File: src/etx_pkg.sv
// Shared constants and types for the eMesh transmit link
// Packet format is fixed at 104 bits, sent as 13 bytes with the MSB first
// Control-mode field sits in bits 6..3 and bit 7 is cleared by the splice

package etx_pkg;

   // ##########################################################
   // Packet and frame geometry
   // ##########################################################

   // Full eMesh packet width
   localparam int pw = 104;

   // Bytes per frame on the 8-bit pin bus
   localparam int nbytes = 13;

   // Enough to hold nbytes-1
   localparam int cnt_w = 4;

   // ##########################################################
   // Control-mode field inside the packet
   // ##########################################################

   // Low and high bits of the control-mode field
   localparam int ctrl_lsb = 3;
   localparam int ctrl_msb = 6;

   // ##########################################################
   // Serializer states
   // ##########################################################

   // Idle waits for a registered packet, shift sends its bytes
   typedef enum logic
   {
      link_idle  = 1'b0,
      link_shift = 1'b1
   } link_state_t;

endpackage

File: src/etx_arbiter.sv
// Fixed-priority arbiter for the write, read-request and read-response channels
// Priority is write, then read response, then read request
// Remote waits freeze the output register and hide a pending access from the link
// The packet register has no reset and loads only on a transfer

`timescale 1ns/1ps

module etx_arbiter
(
   input  logic                   clk,
   input  logic                   nreset,
   input  logic                   txwr_access,
   input  logic                   txrd_access,
   input  logic                   txrr_access,
   input  logic [etx_pkg::pw-1:0] txwr_packet,
   input  logic [etx_pkg::pw-1:0] txrd_packet,
   input  logic [etx_pkg::pw-1:0] txrr_packet,
   output logic                   txwr_wait,
   output logic                   txrd_wait,
   output logic                   txrr_wait,
   input  logic                   tx_wr_wait,
   input  logic                   tx_rd_wait,
   input  logic                   link_busy,
   input  logic                   ctrlmode_bypass,
   input  logic [3:0]             ctrlmode,
   output logic                   etx_access,
   output logic                   etx_rr,
   output logic [etx_pkg::pw-1:0] etx_packet
);

   logic [etx_pkg::pw-1:0] wr_splice;
   logic [etx_pkg::pw-1:0] rd_splice;
   logic [etx_pkg::pw-1:0] pkt_mux;
   logic                   stall;
   logic                   remote_stall;
   logic                   wr_grant;
   logic                   rd_grant;
   logic                   rr_grant;
   logic                   access_in;
   logic                   access_q;

   // ##########################################################
   // Control-mode splice
   // ##########################################################

   always_comb
   begin
      wr_splice = txwr_packet;
      rd_splice = txrd_packet;
      // Bit above the field always cleared
      wr_splice[etx_pkg::ctrl_msb+1] = 1'b0;
      rd_splice[etx_pkg::ctrl_msb+1] = 1'b0;
      // Bypass overrides the field from the pin value
      if (ctrlmode_bypass)
      begin
         wr_splice[etx_pkg::ctrl_msb:etx_pkg::ctrl_lsb] = ctrlmode;
         rd_splice[etx_pkg::ctrl_msb:etx_pkg::ctrl_lsb] = ctrlmode;
      end
   end

   // ##########################################################
   // Wait levels
   // ##########################################################

   assign remote_stall = tx_wr_wait | tx_rd_wait;
   assign stall        = remote_stall | link_busy;

   // Responses yield to writes, reads yield to both
   assign txwr_wait = stall;
   assign txrr_wait = stall | txwr_access;
   assign txrd_wait = stall | txwr_access | txrr_access;

   // ##########################################################
   // Fixed-priority grant on channels able to transfer
   // ##########################################################

   // Priority comes from the wait levels alone
   assign wr_grant  = txwr_access & ~txwr_wait;
   assign rd_grant  = txrd_access & ~txrd_wait;
   assign rr_grant  = txrr_access & ~txrr_wait;
   assign access_in = wr_grant | rd_grant | rr_grant;

   // Winner's packet, response passes unspliced
   assign pkt_mux = ({etx_pkg::pw{wr_grant}} & wr_splice) |
                    ({etx_pkg::pw{rd_grant}} & rd_splice) |
                    ({etx_pkg::pw{rr_grant}} & txrr_packet);

   // ##########################################################
   // Output pipeline register
   // ##########################################################

   always_ff @(posedge clk)
   begin
      if (!nreset)
      begin
         access_q <= 1'b0;
         etx_rr   <= 1'b0;
      end
      else if (!remote_stall)
      begin
         access_q <= access_in;
         etx_rr   <= rr_grant;
      end
   end

   always_ff @(posedge clk)
   begin
      if (access_in)
         etx_packet <= pkt_mux;
   end

   // Pending access is held back from the link during a remote stall
   assign etx_access = access_q & ~remote_stall;

   // Wait levels leave at most one channel granted
   a_grant_onehot : assert property (@(posedge clk) disable iff (!nreset)
      $onehot0({wr_grant, rd_grant, rr_grant}));

endmodule

File: src/etx_link_fsm.sv
// Frame control for the byte serializer
// Accepts a registered packet only while idle, sends one frame of nbytes cycles
// Frames are never paused, remote waits act on the arbiter only

`timescale 1ns/1ps

module etx_link_fsm
(
   input  logic clk,
   input  logic nreset,
   input  logic etx_access,
   input  logic cnt_last,
   output logic link_busy,
   output logic load,
   output logic shift_en,
   output logic tx_frame
);

   etx_pkg::link_state_t state;
   etx_pkg::link_state_t state_nxt;

   // ##########################################################
   // Next state
   // ##########################################################

   always_comb
   begin
      state_nxt = state;
      case (state)
         etx_pkg::link_idle:
         begin
            // Packet waiting in the arbiter register
            if (etx_access)
               state_nxt = etx_pkg::link_shift;
         end
         etx_pkg::link_shift:
         begin
            // Byte 0 on the pins this cycle
            if (cnt_last)
               state_nxt = etx_pkg::link_idle;
         end
         default:
            state_nxt = etx_pkg::link_idle;
      endcase
   end

   always_ff @(posedge clk)
   begin
      if (!nreset)
         state <= etx_pkg::link_idle;
      else
         state <= state_nxt;
   end

   // ##########################################################
   // Outputs
   // ##########################################################

   // Capture into the shift register on acceptance
   assign load = (state == etx_pkg::link_idle) & etx_access;

   // No shift on the last byte, the counter stops at zero
   assign shift_en = (state == etx_pkg::link_shift) & ~cnt_last;

   assign tx_frame = (state == etx_pkg::link_shift);

   // Blocks the arbiter from accepting while a packet is pending or in flight
   assign link_busy = etx_access | (state == etx_pkg::link_shift);

   // Arbiter must not present a packet while a frame is going out
   a_no_access_in_shift : assert property (@(posedge clk) disable iff (!nreset)
      (state == etx_pkg::link_shift) |-> !etx_access);

endmodule

File: src/etx_byte_counter.sv
// Counts bytes left in the current frame
// Loads nbytes-1 and counts down to zero, cnt_last flags the final byte

`timescale 1ns/1ps

module etx_byte_counter
(
   input  logic clk,
   input  logic nreset,
   input  logic load,
   input  logic shift_en,
   output logic cnt_last
);

   logic [etx_pkg::cnt_w-1:0] cnt;

   // Down-counter, load wins over decrement
   always_ff @(posedge clk)
   begin
      if (!nreset)
         cnt <= '0;
      else if (load)
         cnt <= etx_pkg::cnt_w'(etx_pkg::nbytes - 1);
      else if (shift_en)
         cnt <= cnt - 1'b1;
   end

   // Zero means byte 0 is on the pins
   assign cnt_last = (cnt == '0);

   // FSM must stop shifting before the count wraps
   a_no_underflow : assert property (@(posedge clk) disable iff (!nreset)
      shift_en |-> !cnt_last);

endmodule

File: src/etx_shift_reg.sv
// Packet shift register for the 8-bit pin bus
// Most significant byte goes out first, one byte per shift
// Holds its contents between frames, no reset on the payload

`timescale 1ns/1ps

module etx_shift_reg
(
   input  logic                   clk,
   input  logic                   load,
   input  logic                   shift_en,
   input  logic [etx_pkg::pw-1:0] etx_packet,
   input  logic                   etx_rr,
   output logic [7:0]             tx_data,
   output logic                   tx_rr
);

   logic [etx_pkg::pw-1:0] pkt_q;
   logic                   rr_q;

   // ##########################################################
   // Capture and shift
   // ##########################################################

   always_ff @(posedge clk)
   begin
      if (load)
      begin
         pkt_q <= etx_packet;
         rr_q  <= etx_rr;
      end
      else if (shift_en)
      begin
         // Next byte moves into the top position
         pkt_q <= {pkt_q[etx_pkg::pw-9:0], 8'h00};
      end
   end

   // Top byte drives the pins
   assign tx_data = pkt_q[etx_pkg::pw-1 -: 8];

   // Response flag stays put for the whole frame
   assign tx_rr = rr_q;

endmodule

File: src/etx_top.sv
// Transmit side of an eMesh link, three packet channels into one 8-bit pin bus
// A packet goes out as 13 bytes under tx_frame, first byte 2 edges after acceptance
// tx_rr marks read responses and is only meaningful while tx_frame is high

`timescale 1ns/1ps

module etx_top
(
   input  logic                   clk,
   input  logic                   nreset,
   input  logic                   txwr_access,
   input  logic                   txrd_access,
   input  logic                   txrr_access,
   input  logic [etx_pkg::pw-1:0] txwr_packet,
   input  logic [etx_pkg::pw-1:0] txrd_packet,
   input  logic [etx_pkg::pw-1:0] txrr_packet,
   output logic                   txwr_wait,
   output logic                   txrd_wait,
   output logic                   txrr_wait,
   input  logic                   tx_wr_wait,
   input  logic                   tx_rd_wait,
   input  logic                   ctrlmode_bypass,
   input  logic [3:0]             ctrlmode,
   output logic                   tx_frame,
   output logic [7:0]             tx_data,
   output logic                   tx_rr
);

   // Arbiter to link
   logic                   etx_access;
   logic                   etx_rr;
   logic [etx_pkg::pw-1:0] etx_packet;
   logic                   link_busy;

   // Serializer internals
   logic load;
   logic shift_en;
   logic cnt_last;
   logic rr_flag;

   // ##########################################################
   // Channel arbitration
   // ##########################################################

   etx_arbiter u_arbiter
   (
      .clk             (clk),
      .nreset          (nreset),
      .txwr_access     (txwr_access),
      .txrd_access     (txrd_access),
      .txrr_access     (txrr_access),
      .txwr_packet     (txwr_packet),
      .txrd_packet     (txrd_packet),
      .txrr_packet     (txrr_packet),
      .txwr_wait       (txwr_wait),
      .txrd_wait       (txrd_wait),
      .txrr_wait       (txrr_wait),
      .tx_wr_wait      (tx_wr_wait),
      .tx_rd_wait      (tx_rd_wait),
      .link_busy       (link_busy),
      .ctrlmode_bypass (ctrlmode_bypass),
      .ctrlmode        (ctrlmode),
      .etx_access      (etx_access),
      .etx_rr          (etx_rr),
      .etx_packet      (etx_packet)
   );

   // ##########################################################
   // Byte serializer
   // ##########################################################

   etx_link_fsm u_link_fsm
   (
      .clk        (clk),
      .nreset     (nreset),
      .etx_access (etx_access),
      .cnt_last   (cnt_last),
      .link_busy  (link_busy),
      .load       (load),
      .shift_en   (shift_en),
      .tx_frame   (tx_frame)
   );

   etx_byte_counter u_byte_counter
   (
      .clk      (clk),
      .nreset   (nreset),
      .load     (load),
      .shift_en (shift_en),
      .cnt_last (cnt_last)
   );

   etx_shift_reg u_shift_reg
   (
      .clk        (clk),
      .load       (load),
      .shift_en   (shift_en),
      .etx_packet (etx_packet),
      .etx_rr     (etx_rr),
      .tx_data    (tx_data),
      .tx_rr      (rr_flag)
   );

   // Flag shown on the pin only inside a frame
   assign tx_rr = rr_flag & tx_frame;

endmodule

File: config.mk
export PLATFORM = sky130hd
export DESIGN_NAME = etx_top
export DESIGN_NICKNAME = d
export VERILOG_FILES = /design/src/etx_pkg.sv /design/src/etx_arbiter.sv /design/src/etx_link_fsm.sv /design/src/etx_byte_counter.sv /design/src/etx_shift_reg.sv /design/src/etx_top.sv
export SDC_FILE = /design/constraint.sdc
export NUM_CORES = 1
export LEC_CHECK = 0
export BUFFER_PORTS_ARGS = -buffer_cell sky130_fd_sc_hd__clkbuf_2
export CAP_MARGIN = 20
export CORE_UTILIZATION = 30
export DETAILED_ROUTE_END_ITERATION = 10
export GPL_TIMING_DRIVEN = 0
export PLACE_DENSITY = 0.54
export SLEW_MARGIN = 10
export SYNTH_ARGS = -nofsm -noshare
export SYNTH_HDL_FRONTEND = slang
export SYNTH_SLANG_ARGS = --single-unit
File: constraint.sdc
create_clock -name clk -period 16.8 [get_ports clk]
set_input_delay 3.36 -clock clk [delete_from_list [all_inputs] [get_ports clk]]
set_output_delay 3.36 -clock clk [all_outputs]
set_load 0.03 [all_outputs]
Yosys cells after proc, flatten, opt, wreduce, memory -nomap -nowiden
Cells that the tools add are included.
Storage, ports and cells
  register bits: 216
  bits of input ports: 324
  output and inout port bits: 13
  logic and storage cells: 47
Cells by class
  add/sub/neg operators: 1
  multiplexer cells: 9
  bitwise logic cells: 26
  reduce and logical (&&, ||, !) cells: 3
Operators with widths (count)
  104-bit bitwise AND: 3
  104-bit two-way mux: 2
  104-bit OR: 2
  4-bit two-way mux: 4
  1-bit bitwise AND: 7
  1-bit inverter: 7
  1-bit OR: 7
  4-bit logical NOT: 1
  4-bit by 1-bit subtractor with 4-bit output, second input constant: 1
  1-bit two-way mux: 2
  1-bit case mux with 2 select lines: 1
  2-bit nonzero test: 1
  2-bit OR reduction: 1

Longest topological paths before layout
  depth after elaboration: 12
  gate-level depth with buffers: 7
  depth with buffers taken out: 5

Hierarchy
Synthesis repeated with hierarchy kept, for this count alone.
Second synthesis, totals
  cell total of the unflattened synthesis: 639
  area total of the unflattened synthesis: 10186.0 sq um
By module, submodules not included
  etx_arbiter: instances 1, cells an instance 382, area each 5256.3 sq um, sequential area each 3163.0 sq um
  etx_shift_reg: instances 1, cells an instance 230, area each 4663.2 sq um, sequential area each 3153.0 sq um
  etx_byte_counter: instances 1, cells an instance 20, area each 210.2 sq um, sequential area each 80.1 sq um
  etx_link_fsm: instances 1, cells an instance 6, area each 50.0 sq um, sequential area each 20.0 sq um
  etx_top: instances 1, cells an instance 1, area each 6.3 sq um, sequential area each 0.0 sq um

Least setup slack after synthesis
OpenSTA, ideal clock, no wires.
  path kind: input-to-reg
  start point: input tx_rd_wait
  end point: register u_arbiter.etx_packet[0] (netlist name), enable pin
  library setup time: 0.569 ns
  arrival time: 8.216 ns
  data required time: 16.231 ns
  setup slack: 8.015 ns
  stages on the path: 3
  buffers on the path: 0
  cells stage by stage: nor4_4 -> inv_2 -> nor2_1
On the way
  word-level cells in the longest chain between the ends: 11
  elaborated cells between the ends (all ways): 15
  classes of those cells: 15 x bitwise
RTL lines
  start, declared: line etx_top.sv:21  | input logic tx_rd_wait,
  1-bit OR (*): line etx_arbiter.sv:65  | assign remote_stall = tx_wr_wait | tx_rd_wait;
  1-bit inverter: line etx_arbiter.sv:113  | assign etx_access = access_q & ~remote_stall;
  1-bit bitwise AND: line etx_arbiter.sv:113
  1-bit OR: line etx_link_fsm.sv:68  | assign link_busy = etx_access | (state == etx_pkg::link_shift);
  1-bit OR (*): line etx_arbiter.sv:66  | assign stall = remote_stall | link_busy;
  named net txwr_wait: line etx_top.sv:17  | output logic txwr_wait,
  1-bit OR: line etx_arbiter.sv:70, etx_arbiter.sv:71
  1-bit OR: line etx_arbiter.sv:71  | assign txrd_wait = stall | txwr_access | txrr_access;
  1-bit inverter: line etx_arbiter.sv:79  | assign rd_grant = txrd_access & ~txrd_wait;
  1-bit bitwise AND: line etx_arbiter.sv:79
  1-bit OR: line etx_arbiter.sv:81  | assign access_in = wr_grant | rd_grant | rr_grant;
  1-bit OR (*): line etx_arbiter.sv:81
  named net u_arbiter.access_in: line etx_arbiter.sv:39  | logic access_in;
  end signal, assigned: line etx_arbiter.sv:109  | etx_packet <= pkt_mux;
  end, declared: line etx_arbiter.sv:28  | output logic [etx_pkg::pw-1:0] etx_packet
Mark *: on every way through the listed nets, which the timed path passes. The rest lies on a longest branch.
A chain may end at the register's enable or synchronous reset.

Final worst setup path
  start point: input tx_rd_wait
  end point: output txrr_wait
On the way
  word-level cells in the longest chain between the ends: 6
RTL lines
  1-bit OR (*): line etx_arbiter.sv:65
  1-bit inverter: line etx_arbiter.sv:113
  1-bit bitwise AND: line etx_arbiter.sv:113
  1-bit OR: line etx_link_fsm.sv:68
  1-bit OR (*): line etx_arbiter.sv:66
  1-bit OR (*): line etx_arbiter.sv:70  | assign txrr_wait = stall | txwr_access;
  end, declared: line etx_top.sv:19  | output logic txrr_wait,
Every way passes the cells marked *; elsewhere a longest branch is shown, timed or not.

==> impl_metrics.yaml <==
clocking:
  cts_sinks: 216
  cts_buffer_depth: 3
  htree_levels: 1
  cts_tree: "built"
  clkLatencyLatePin_ps: 510
  cts-root-buf: "clkbuf_16"
  cts-resized-gates: 0
  numCtsBuffers: 24
  clk_pin_slew_ps: 60
  post-cts-setup-buffers: 0
  cts_hold_buf: 0
die:
  pin_count: 337
  die_area_sq_um: 33900
  core-area_sq_um: 32600
  placementRows: 66
  die_y_um: 184
  die_w_um: 184
  initial_core_util: 0.305
global_routing:
  grt_pass1_vias: 7479
  grt_first_pass_wirelength_um: 41400
  antenna_found_initial: 1
  grt_overflow_total: 0
  grt.total_usage: 0.160
  grt_max_degree: 59
drt:
  first_pass_iters: 5
  viasPerCell: 4.68
  drcViolationCount: 0
  wl_per_cell_um: 16.7
  via_count: 7799
  antenna_left: 0
  drt_iter0_markers: 498
  drt-total-wl_um: 27700
critical_path:
  crit_type: "input pin to primary output"
  path_cells: "clkbuf_2 -> nor4_4 -> clkbuf_1 -> clkbuf_1 -> nand2b_1 -> clkbuf_2"
  crit_family: "buffers and inverters"
  r2r-start: "u_link_fsm.tx_frame$_SDFF_PN0_"
  end_kind: "primary output"
  crit_arrival_ps: 5240
  r2r_slack_ps: 13540
  reg2reg_depth: 6
  start_kind: "input pin"
  r2r-end: "u_shift_reg.pkt_q[40]$_DFFE_PP_"
  path_buf_inv: 4
  max_stage_delay_ps: 710
  worstPathRequired_ps: 13440
  worst_path_max_delay_cell: "clkbuf_1"
  critical_path.max_fanout: 10
cells_and_area:
  syn_to_final_growth_pct: 30.7
  design_area_sq_um: 13000
  final_layout_size_suffix_gt1_frac: 0.343
  nNetsFinal: 1532
pwr:
  power.switching_mw: 0.262
  intPower_mw: 0.945
  power_density_nw_per_um2: 92.7
  pwr-share-comb: 0.085
  p_clk_frac: 0.407
  peakVddDrop_v: 0.0000606
  p_leak_nw: 5.94
  netSwitchingFraction: 0.217
  seq_power_share: 0.507
synthesis:
  synth_cell_types: 33
  synth_edf_count: 209
  synthCells: 843
  synth_most_common_cell: "nand2_1"
  ys_ff_latch: 216
  ys.flop_type: "edfxtp_1"
  yosysTopAreaCell: "edfxtp_1"
  synth.avg_cell_area_sq_um: 11.8
  yosys_warnings: 0
  synth_common_cells: "nand2_1, edfxtp_1, a221o_1"
  synth_area_sq_um: 9960
  async_reset_ff_frac: 0
  yosysSeqAreaShare: 0.644
  synth_area_leaders: "edfxtp_1, nand2_1, a221o_1"
  synth.net_count: 1169
  yosysTopAreaCellShare: 0.630
sta:
  rsz0062_at_grt: "no"
  slew_viol_final: 0
  setup_tns_ps: 0
  worst_pin_slew_ps: 887
  fin_crit_sh: 0.512
  skew_ps: 15.2
  setup_viol: 0
  fmax_mhz: 116
  timing.slew.headroom: 0.409
  period_needed_ps: 8600
  finalHoldViolations: 0
place:
  placed_cell_area_sq_um: 12300
  place_congestion: 0.800
  port_buffers: 333
  hpwl_um: 21100
hold_path:
  hp-class: "flip-flop to flip-flop"
  min-delay-start: "u_arbiter.etx_rr$_SDFFE_PN0N_"
  hold-path-cell-count: 0
  min_to: "u_shift_reg.tx_rr$_DFFE_PP_"
run_status:
  status: "completed"
flow_run:
  maxCapViolCount: 0
per-stage QoR:
step	util	setup WS (ps)	total power, mW	instances	hold slack, ps
2_1_floorplan	-	8020	0.670	843	409
3_3_place_gp	0.373	5350	0.728	1618	420
3_5_place_dp	0.376	8140	0.728	1622	422
4_1_cts	0.399	8140	1.22	1664	437
5_1_grt	0.399	8020	1.25	1665	451
6_report	0.399	8200	1.21	1665	435
worst max path at each step:
| stage | cells after the start | to | startpoint | slack (ps) |
|---|---|---|---|---|
| final | 6 | txrr_wait | tx_rd_wait | 8200 |
| after global routing | 6 | txrr_wait | tx_rd_wait | 8020 |
| after CTS | 6 | txrr_wait | tx_rd_wait | 8140 |
| after detailed placement | 6 | txrr_wait | tx_rd_wait | 8140 |
| after global placement | 4 | u_arbiter.etx_packet[69]$_DFFE_PP_ | txwr_access | 5350 |
| after floorplan | 3 | u_arbiter.etx_packet[0]$_DFFE_PP_ | tx_rd_wait | 8020 |
cell usage in the layout, fill, tap and decap left out, drive strengths merged, types with 3 or more instances in the layout:
master,count
a221o,103
and2,12
and3,99
buf,42
clkbuf,401
clkinv,9
dfxtp,7
edfxtp,209
inv,4
mux2,4
mux2i,5
nand2,292
nor2,3
nor3,6
o21a,4
final cells by class:
type / instances / area (sq um)
Antenna cell: 1 / 2.50
Fill cell: 3229 / 19600
Buffer: 76 / 363
Tap cell: 442 / 553
Inverter: 4 / 15.0
Multi-Input combinational cell: 547 / 3180
Clock buffer: 30 / 644
Timing Repair Buffer: 337 / 1750
Sequential cell: 216 / 6420
Clock inverter: 12 / 90.1
power by group through the flow:
stage	clock network, mW	registers [mW]	logic [mW]
after global placement	0	0.628	0.100
final	0.492	0.612	0.103
after CTS	0.505	0.613	0.105
after global routing	0.523	0.614	0.114
after detailed placement	0	0.624	0.104
after floorplan	0	0.625	0.0448
registers in the layout, summed over array words and instances (netlist names):
register	count
u_shift_reg.tx_rr	1
u_arbiter.etx_rr	1
u_shift_reg.pkt_q	104
u_byte_counter.cnt	4
u_arbiter.etx_packet	104
u_arbiter.access_q	1
u_link_fsm.tx_frame	1
per-layer routing:
layer	share of wire	vias to the layer above	GRT usage
li1	-	3875	-
met1	0.44	3692	0.213
met2	0.50	202	0.277
met3	0.039	30	0.0184
met4	0.018	0	0.0403
met5	0	-	0
logic make-up after synthesis:
kind of cell | synth area share
compound gates | 0.112
fa+ha+maj | 0.00251
buf+inv | 0.0379
flops | 0.644
mux | 0.00955
simple gates | 0.194
(Power assumes the default switching activity.)
